<file path="src/hdl/ps2_pkg.sv">
/*
 * PS/2 host port shared definitions: frame and timer constants,
 * vector types, the line FSM states and the inter-block structs
 */
`default_nettype none

package ps2_pkg;

  // ------------------------------------------------------------------
  // vector types
  // ------------------------------------------------------------------

  // one data byte as it travels over the wire
  typedef logic [7:0]  scan_code_t;

  // index of the current bit inside a frame
  typedef logic [3:0]  bit_count_t;

  // clk cycles per timer tick, set at run time by the host
  typedef logic [15:0] divide_t;

  // tick counts used by the inhibit and settle timers
  typedef logic [3:0]  tick_count_t;

  // ------------------------------------------------------------------
  // constants
  // ------------------------------------------------------------------

  // start, 8 data bits, parity and stop
  localparam int FRAME_BITS = 11;

  // the whole frame sits in the shift register, start bit at bit 0
  typedef logic [FRAME_BITS-1:0] frame_t;

  // inhibit period and receive watchdog, 60 us at a 5 us tick
  localparam tick_count_t INHIBIT_TICKS = 4'd12;

  // the device clock must sit at its new level this many ticks
  // before a transmit edge is taken as real
  localparam tick_count_t SETTLE_TICKS = 4'd1;

  // ------------------------------------------------------------------
  // line FSM
  // ------------------------------------------------------------------

  // rx states follow the device clock, tx states run the host-to-device
  // request and then follow the device clock the same way
  typedef enum logic [3:0] {
    rx_clk_h,
    rx_clk_l,
    rx_fall_mark,
    rx_rise_mark,
    tx_reset_timer,
    tx_force_clk_l,
    tx_first_wait_clk_h,
    tx_wait_clk_h,
    tx_rise_mark,
    tx_clk_h,
    tx_clk_l,
    tx_wait_ack,
    tx_done_recovery,
    tx_error_no_ack
  } ps2_state_e;

  // ------------------------------------------------------------------
  // structs between the blocks
  // ------------------------------------------------------------------

  // timer enables from the frame engine, low clears the count
  typedef struct packed {
    logic inhibit_en;
    logic settle_en;
  } timer_req_t;

  // timer limits reached, held while the enable stays high
  typedef struct packed {
    logic inhibit_done;
    logic settle_done;
  } timer_done_t;

  // one received scan code, valid strobes for a single clk
  typedef struct packed {
    logic       valid;
    scan_code_t code;
  } rx_word_t;

endpackage

`default_nettype wire

</file>
<file path="src/hdl/ps2_tick_timer.sv">
/*
 * PS/2 timing: a run-time prescaler makes the tick, which drives
 * the inhibit timer, and a settle timer debounces the device clock
 */
`timescale 1ns/1ps
`default_nettype none

module ps2_tick_timer (
  input  wire logic                  clk,
  input  wire logic                  reset,
  input  wire ps2_pkg::divide_t      divide_i,
  input  wire ps2_pkg::timer_req_t   req_i,
  output      ps2_pkg::timer_done_t  done_o
);
  import ps2_pkg::*;

  divide_t     presc_cnt;
  logic        tick;
  tick_count_t inhibit_cnt;
  divide_t     settle_cyc;
  tick_count_t settle_cnt;
  logic        settle_wrap;

  // the prescaler only runs while the inhibit timer is wanted, so every
  // inhibit period starts on a fresh tick boundary
  assign tick = req_i.inhibit_en && (presc_cnt == divide_i - divide_t'(1));

  always_ff @(posedge clk or posedge reset)
  begin
    if (reset)
      presc_cnt <= '0;
    else if (!req_i.inhibit_en || tick)
      presc_cnt <= '0;
    else
      presc_cnt <= presc_cnt + divide_t'(1);
  end

  // counts ticks and parks at the limit until the enable drops
  always_ff @(posedge clk or posedge reset)
  begin
    if (reset)
      inhibit_cnt <= '0;
    else if (!req_i.inhibit_en)
      inhibit_cnt <= '0;
    else if (tick && (inhibit_cnt != INHIBIT_TICKS))
      inhibit_cnt <= inhibit_cnt + tick_count_t'(1);
  end

  // ------------------------------------------------------------------
  // settle timer, its own cycle counter so it can run without the tick
  // ------------------------------------------------------------------
  assign settle_wrap = (settle_cyc == divide_i - divide_t'(1));

  always_ff @(posedge clk or posedge reset)
  begin
    if (reset)
    begin
      settle_cyc <= '0;
      settle_cnt <= '0;
    end
    else if (!req_i.settle_en)
    begin
      settle_cyc <= '0;
      settle_cnt <= '0;
    end
    else if (settle_cnt != SETTLE_TICKS)
    begin
      // one full divide_i period per settle tick
      if (settle_wrap)
      begin
        settle_cyc <= '0;
        settle_cnt <= settle_cnt + tick_count_t'(1);
      end
      else
        settle_cyc <= settle_cyc + divide_t'(1);
    end
  end

  assign done_o.inhibit_done = req_i.inhibit_en && (inhibit_cnt == INHIBIT_TICKS);
  assign done_o.settle_done  = req_i.settle_en && (settle_cnt == SETTLE_TICKS);

endmodule

`default_nettype wire

</file>
<file path="src/hdl/ps2_frame_engine.sv">
/*
 * PS/2 frame engine: synchronizes the two lines and runs the line FSM,
 * bit counter and shift register for both receive and transmit
 */
`timescale 1ns/1ps
`default_nettype none

module ps2_frame_engine (
  input  wire logic                  clk,
  input  wire logic                  reset,
  input  wire logic                  ps2_clk_i,
  input  wire logic                  ps2_data_i,
  output      logic                  ps2_clk_oe_o,
  output      logic                  ps2_data_oe_o,
  input  wire ps2_pkg::scan_code_t   tx_data_i,
  input  wire logic                  tx_write_i,
  output      logic                  tx_write_ack_o,
  output      logic                  tx_error_no_ack_o,
  output      ps2_pkg::timer_req_t   timer_req_o,
  input  wire ps2_pkg::timer_done_t  timer_done_i,
  output      ps2_pkg::rx_word_t     rx_word_o
);
  import ps2_pkg::*;

  logic       clk_meta;
  logic       data_meta;
  logic       clk_s;
  logic       data_s;
  ps2_state_e state;
  ps2_state_e next_state;
  bit_count_t bit_count;
  frame_t     shift_q;
  logic       tx_parity;
  logic       rx_shift_done;
  logic       tx_shift_done;
  logic       shift_en;
  logic       watchdog;

  // ------------------------------------------------------------------
  // input synchronizers
  // ------------------------------------------------------------------

  // both lines idle high, so the flops come out of reset high and no
  // false falling edge is seen after reset
  always_ff @(posedge clk or posedge reset)
  begin
    if (reset)
    begin
      clk_meta  <= 1'b1;
      data_meta <= 1'b1;
      clk_s     <= 1'b1;
      data_s    <= 1'b1;
    end
    else
    begin
      clk_meta  <= ps2_clk_i;
      data_meta <= ps2_data_i;
      clk_s     <= clk_meta;
      data_s    <= data_meta;
    end
  end

  // ------------------------------------------------------------------
  // line FSM
  // ------------------------------------------------------------------
  always_ff @(posedge clk or posedge reset)
  begin
    if (reset)
      state <= rx_clk_h;
    else
      state <= next_state;
  end

  always_comb
  begin
    // lines released and timers cleared unless a state says otherwise
    next_state    = state;
    ps2_clk_oe_o  = 1'b0;
    ps2_data_oe_o = 1'b0;
    timer_req_o   = '0;
    case (state)
      // the inhibit timer doubles as the receive watchdog here
      rx_clk_h:
      begin
        timer_req_o.inhibit_en = 1'b1;
        if (tx_write_i)
          next_state = tx_reset_timer;
        else if (!clk_s)
          next_state = rx_fall_mark;
      end
      rx_clk_l:
      begin
        timer_req_o.inhibit_en = 1'b1;
        if (tx_write_i)
          next_state = tx_reset_timer;
        else if (clk_s)
          next_state = rx_rise_mark;
      end
      // markers last one clk, the watchdog restarts on every edge
      rx_fall_mark:
        next_state = rx_clk_l;
      rx_rise_mark:
        next_state = rx_clk_h;
      // one clk with the timer off so the inhibit period starts at zero
      tx_reset_timer:
        next_state = tx_force_clk_l;
      tx_force_clk_l:
      begin
        timer_req_o.inhibit_en = 1'b1;
        ps2_clk_oe_o           = 1'b1;
        if (timer_done_i.inhibit_done)
          next_state = tx_first_wait_clk_h;
      end
      // clock released, start bit on data, wait for the device to clock
      tx_first_wait_clk_h:
      begin
        timer_req_o.settle_en = 1'b1;
        ps2_data_oe_o         = 1'b1;
        if (!clk_s && timer_done_i.settle_done)
          next_state = tx_clk_l;
      end
      tx_wait_clk_h:
      begin
        timer_req_o.settle_en = 1'b1;
        ps2_data_oe_o         = !shift_q[0];
        if (clk_s && timer_done_i.settle_done)
          next_state = tx_rise_mark;
      end
      tx_rise_mark:
      begin
        ps2_data_oe_o = !shift_q[0];
        next_state    = tx_clk_h;
      end
      tx_clk_h:
      begin
        ps2_data_oe_o = !shift_q[0];
        if (tx_shift_done)
          next_state = tx_wait_ack;
        else if (!clk_s)
          next_state = tx_clk_l;
      end
      tx_clk_l:
      begin
        ps2_data_oe_o = !shift_q[0];
        if (clk_s)
          next_state = tx_wait_clk_h;
      end
      // the device answers by pulling data low during its last clock low
      tx_wait_ack:
      begin
        if (!clk_s && data_s)
          next_state = tx_error_no_ack;
        else if (!clk_s && !data_s)
          next_state = tx_done_recovery;
      end
      tx_done_recovery, tx_error_no_ack:
      begin
        if (clk_s && data_s)
          next_state = rx_clk_h;
      end
      default:
        next_state = rx_clk_h;
    endcase
  end

  assign tx_error_no_ack_o = (state == tx_error_no_ack);

  // the write is taken only while the line FSM is idle or receiving
  assign tx_write_ack_o = tx_write_i && ((state == rx_clk_h) || (state == rx_clk_l));

  // ------------------------------------------------------------------
  // bit counter
  // ------------------------------------------------------------------
  assign rx_shift_done = (bit_count == bit_count_t'(FRAME_BITS));
  assign tx_shift_done = (bit_count == bit_count_t'(FRAME_BITS - 1));
  assign shift_en      = (state == rx_fall_mark) || (state == tx_rise_mark);

  // device clock idle high for a whole inhibit period drops a partial frame
  assign watchdog = timer_done_i.inhibit_done && (state == rx_clk_h) && clk_s;

  always_ff @(posedge clk or posedge reset)
  begin
    if (reset)
      bit_count <= '0;
    else if (rx_shift_done || (state == tx_wait_ack) || tx_write_ack_o)
      bit_count <= '0;
    else if (watchdog)
      bit_count <= '0;
    else if (shift_en)
      bit_count <= bit_count + bit_count_t'(1);
  end

  // ------------------------------------------------------------------
  // shift register
  // ------------------------------------------------------------------

  // odd parity over the command byte
  assign tx_parity = ~^tx_data_i;

  // bit 0 is the next bit on the wire when sending, received bits enter
  // at the top so a full frame ends with the start bit at bit 0
  always_ff @(posedge clk)
  begin
    if (tx_write_ack_o)
      shift_q <= {1'b1, tx_parity, tx_data_i, 1'b0};
    else if (shift_en)
      shift_q <= {data_s, shift_q[FRAME_BITS-1:1]};
  end

  assign rx_word_o.valid = rx_shift_done;
  assign rx_word_o.code  = shift_q[8:1];

endmodule

`default_nettype wire

</file>
<file path="src/hdl/ps2_rx_holding.sv">
/*
 * PS/2 receive holding stage: keeps the last scan code and a ready
 * flag that the host clears with a read pulse
 */
`timescale 1ns/1ps
`default_nettype none

module ps2_rx_holding (
  input  wire logic                 clk,
  input  wire logic                 reset,
  input  wire ps2_pkg::rx_word_t    rx_word_i,
  input  wire logic                 rx_read_i,
  output      ps2_pkg::scan_code_t  rx_code_o,
  output      logic                 rx_ready_o
);

  // a newer code simply replaces an unread one
  always_ff @(posedge clk)
  begin
    if (rx_word_i.valid)
      rx_code_o <= rx_word_i.code;
  end

  // a strobe wins over a read in the same clk so new data is not hidden
  always_ff @(posedge clk or posedge reset)
  begin
    if (reset)
      rx_ready_o <= 1'b0;
    else if (rx_word_i.valid)
      rx_ready_o <= 1'b1;
    else if (rx_read_i)
      rx_ready_o <= 1'b0;
  end

endmodule

`default_nettype wire

</file>
<file path="src/hdl/ps2_host_top.sv">
/*
 * PS/2 host port top level: joins the tick timer, frame engine and
 * receive holding stage between the pins and the host bus
 */
`timescale 1ns/1ps
`default_nettype none

module ps2_host_top (
  input  wire logic                 clk,
  input  wire logic                 reset,
  input  wire ps2_pkg::divide_t     divide_i,
  input  wire logic                 ps2_clk_i,
  input  wire logic                 ps2_data_i,
  output      logic                 ps2_clk_oe_o,
  output      logic                 ps2_data_oe_o,
  output      ps2_pkg::scan_code_t  rx_code_o,
  output      logic                 rx_ready_o,
  input  wire logic                 rx_read_i,
  input  wire ps2_pkg::scan_code_t  tx_data_i,
  input  wire logic                 tx_write_i,
  output      logic                 tx_write_ack_o,
  output      logic                 tx_error_no_ack_o
);
  import ps2_pkg::*;

  timer_req_t  timer_req;
  timer_done_t timer_done;
  rx_word_t    rx_word;

  // prescaler plus inhibit and settle timers
  ps2_tick_timer u_timer (
    .clk      (clk),
    .reset    (reset),
    .divide_i (divide_i),
    .req_i    (timer_req),
    .done_o   (timer_done)
  );

  // line FSM, bit counter and shift register
  ps2_frame_engine u_engine (
    .clk               (clk),
    .reset             (reset),
    .ps2_clk_i         (ps2_clk_i),
    .ps2_data_i        (ps2_data_i),
    .ps2_clk_oe_o      (ps2_clk_oe_o),
    .ps2_data_oe_o     (ps2_data_oe_o),
    .tx_data_i         (tx_data_i),
    .tx_write_i        (tx_write_i),
    .tx_write_ack_o    (tx_write_ack_o),
    .tx_error_no_ack_o (tx_error_no_ack_o),
    .timer_req_o       (timer_req),
    .timer_done_i      (timer_done),
    .rx_word_o         (rx_word)
  );

  // scan code register with the ready/read handshake
  ps2_rx_holding u_holding (
    .clk        (clk),
    .reset      (reset),
    .rx_word_i  (rx_word),
    .rx_read_i  (rx_read_i),
    .rx_code_o  (rx_code_o),
    .rx_ready_o (rx_ready_o)
  );

endmodule

`default_nettype wire

</file>
<file path="config.mk">
export PLATFORM = sky130hd
export DESIGN_NAME = ps2_host_top
export DESIGN_NICKNAME = d
export VERILOG_FILES = /design/src/hdl/ps2_pkg.sv /design/src/hdl/ps2_tick_timer.sv /design/src/hdl/ps2_frame_engine.sv /design/src/hdl/ps2_rx_holding.sv /design/src/hdl/ps2_host_top.sv
export SDC_FILE = /design/constraint.sdc
export NUM_CORES = 1
export LEC_CHECK = 0
export ABC_CLOCK_PERIOD_IN_PS = 6040
export BUFFER_PORTS_ARGS = -buffer_cell sky130_fd_sc_hd__buf_2
export CAP_MARGIN = 30
export CORE_ASPECT_RATIO = 1.1
export CORE_MARGIN = 2
export CORE_UTILIZATION = 25
export DETAILED_ROUTE_END_ITERATION = 16
export SLEW_MARGIN = 30
export SYNTH_ARGS = -nofsm -noshare
export SYNTH_HDL_FRONTEND = slang
export SYNTH_SLANG_ARGS = --single-unit
export TNS_END_PERCENT = 20
</file>
<file path="constraint.sdc">
create_clock -name clk -period 6.04 [get_ports clk]
set_clock_uncertainty 0.1 [all_clocks]
set_input_delay 0.906 -clock clk [delete_from_list [all_inputs] [get_ports clk]]
set_output_delay 0.906 -clock clk [all_outputs]
set_load 0.1 [all_outputs]
</file>
==> results.ini <==
[status]
status=finished, final reports clean

[finish]
final_cells=758
layout-drive-gt1-share_pct=16.0
finalInstanceArea_um2=5300
utilization_pct=29.8
diodes=0
fin_nets=554
syn_to_final_growth_pct=16.2
fillers=1889

[power_and_ir_drop]
p_comb_share_pct=28.0
irDropWorstVdd_mv=0.213
netSwitchingPower_mw=0.608
clkPwrFrac_pct=32.2
pwr-share-seq_pct=39.8
finalPower_mw=1.70
p_int_mw=1.09
switching_share_pct=35.8
powerDensity_nw_per_um2=320
p_leak_nw=2.05

[floorplan]
fp.dieH_um=146
pin_count=43
die_area_um2=19400
die_w_um=133
fp-row-count=51
start_util_pct=25.6
core_area_um2=17800

[logic_synthesis]
seq_area_frac_synth_pct=41.2
yosysTopAreaCell=dfrtp_1
synth_flop_cell=dfrtp_1
syn_avg_cell_area_um2=9.45
yosysWarnings=0
synth_cells=483
synth_edf_count=17
synth-seq-cells=72
async_flop_share_pct=73.6
synthDominantCellAreaShare_pct=26.9
synth_area_um2=4560
synth_nets=522
synth_commonest_cells=dfrtp_1, xnor2_1, nor3_1, nand2_1, xor2_1
yosys-top-cells-area=dfrtp_1, edfxtp_1, xnor2_1
yosysUniqueCellTypes=62
synth_most_common_cell=dfrtp_1

[sta]
whs_ns=0.255
max_freq_mhz=272
setup_viol=0
fin_crit_ns=3.67
hold_viol=0
slew_headroom_pct=40.4
final_max_slew_viol_count=0
setup_slack_ns=2.37
grt_setup_unrepaired=no
tns_ns=0
period_share_pct=60.8
worst_slew_pin_slew_ns=0.891

[cts]
cts_tree=yes
clk_pin_slew_worst_paths_ns=0.06
clk_latency_ns=0.34
cts_buffers=9
htreeDepth=3
clockBufferDepth=2
ctsResizeCount=0
cts_root_buf=clkbuf_16
clkSinkCount=72
cts_hold_buf=0
postCtsSetupBuffers=0

[route]
via_count=3680
firstDrtPassIters=5
routed_wl_um=10800
route.detailed.drc=0
viasPerCell=4.85
antenna_left=0
drt_iter0_markers=267
avgRoutedWirePerCell_um=14.2

[place]
numPlacedInstances=742
post-place-ws_ns=2.05
hpwl_um=7750
placed_area_um2=5000
gp_congestion=0.847
port_buffers=42

[grt]
track_usage_pct=11.6
grt_pass1_vias=3509
grt-ovfl-total=0
grt_first_pass_wirelength_um=18000
antenna_found_initial=1
grt_max_degree=54

[setup_path]
critical_path_buf_inv_count=1
path_class=flop to output port
crit_chain=nand3b_1 -> o22ai_1 -> buf_2
cp_max_fo=22
cp_slowest_cell=nand3b_1
startpoint_type=flop
max_stage_delay_ns=0.70
cp-end-kind=output port
crit_family=simple AND/OR/NAND/NOR gates
arrival_ns=2.67
cp.required_ns=5.03

[min_path]
hp-class=flop to flop

[flow_run]
drv_cap=0

[power by group through the flow]
stage | registers [mW] | logic [mW] | clock network (mW)
after floorplan | 0.638 | 0.404 | 0
after global placement | 0.686 | 0.475 | 0
after detailed placement | 0.684 | 0.480 | 0
after CTS | 0.676 | 0.482 | 0.566
after global routing | 0.689 | 0.534 | 0.590
final | 0.675 | 0.476 | 0.547
[kinds of logic (layout without fill, tap and decap cells)]
group	after synthesis	in the layout	share of synthesized area, %
xor+xnor	75	75	14.4
flops	72	72	41.2
compound gates	70	70	10.8
mux	11	11	2.47
fa+ha+maj	9	9	2.47
simple gates	208	208	25.1
buf+inv	38	75	3.56
[final timing paths]
check                                                      to                     startpoint  slack (ns)  depth (start not counted)
max                                             ps2_data_oe_o  u_engine.state[2]$_DFFE_PP0P_        2.37                          3
min                                  u_engine.clk_s$_DFF_PP1_    u_engine.clk_meta$_DFF_PP1_        0.26                          0
max reg2reg                     u_engine.state[1]$_DFFE_PP0P_  u_engine.state[2]$_DFFE_PP0P_        3.24                          6
min reg2reg                          u_engine.clk_s$_DFF_PP1_    u_engine.clk_meta$_DFF_PP1_        0.26                          0
max in group asynchronous  u_timer.settle_cyc[10]$_DFFE_PP0P_                          reset        4.73                          3
min in group asynchronous    u_holding.rx_ready_o$_DFFE_PP0P_                          reset        0.64                          3
[area by class of cell]
| cell class | instances | area (µm²) | share of cell area, % |
|---|---|---|---|
| clock inverter | 7 | 77.6 | 1.46 |
| timing repair buffer | 46 | 240 | 4.53 |
| sequential | 72 | 1880 | 35.5 |
| multi-input combinational | 373 | 2530 | 47.7 |
| inverter | 13 | 48.8 | 0.920 |
| clock buffer | 9 | 225 | 4.25 |
| tap | 238 | 298 | 5.62 |
[state kept, by name, summed over array words and instances, names as in the netlist]
register,cells
u_timer.settle_cyc,16
u_engine.bit_count,4
u_engine.clk_meta,1
u_timer.settle_cnt,4
u_timer.presc_cnt,16
u_engine.clk_s,1
u_timer.inhibit_cnt,4
u_holding.rx_ready_o,1
u_engine.data_meta,1
u_engine.data_s,1
u_engine.state,4
u_holding.rx_code_o,8
u_engine.shift_q,11
[placed cells by master (no fill, tap or decap), types with 3 or more instances in the layout]
cell,n
xor2_1,34
nor2b_1,9
nor4_2,3
buf_2,42
and3_1,13
nand3_1,20
mux2i_1,9
nand4_1,14
xnor2_1,41
o31ai_1,6
edfxtp_1,17
nand3b_1,3
dfstp_2,4
or3_1,4
nand2b_1,7
o22ai_1,3
or4_1,4
nand2_1,35
nor4_1,6
clkbuf_16,9
ha_1,9
a21oi_1,13
nor3b_1,4
inv_6,3
a22o_1,11
o211ai_1,6
buf_4,4
inv_1,12
nor2_1,31
nor3_1,36
dfrtp_1,49
o21ai_0,11
or2_2,5
[worst register-to-register path, cell delays in order, from the launching register on]
cell and delay (ns):
dfrtp_1 0.64, nand3b_1 0.71, o211a_1 0.48, o21ai_1 0.44, nor3b_1 0.10, o22ai_1 0.16
nand2_1 0.06
[routing by layer]
layer,global-route usage [%],vias to the layer above,share of wire (%)
li1,-,1825,-
met4,3.39,2,0.96
met1,16.4,1769,50
met3,3.07,10,4.7
met2,17.5,74,45
met5,0,-,0.15
Power figures use the tool's default switching activity.
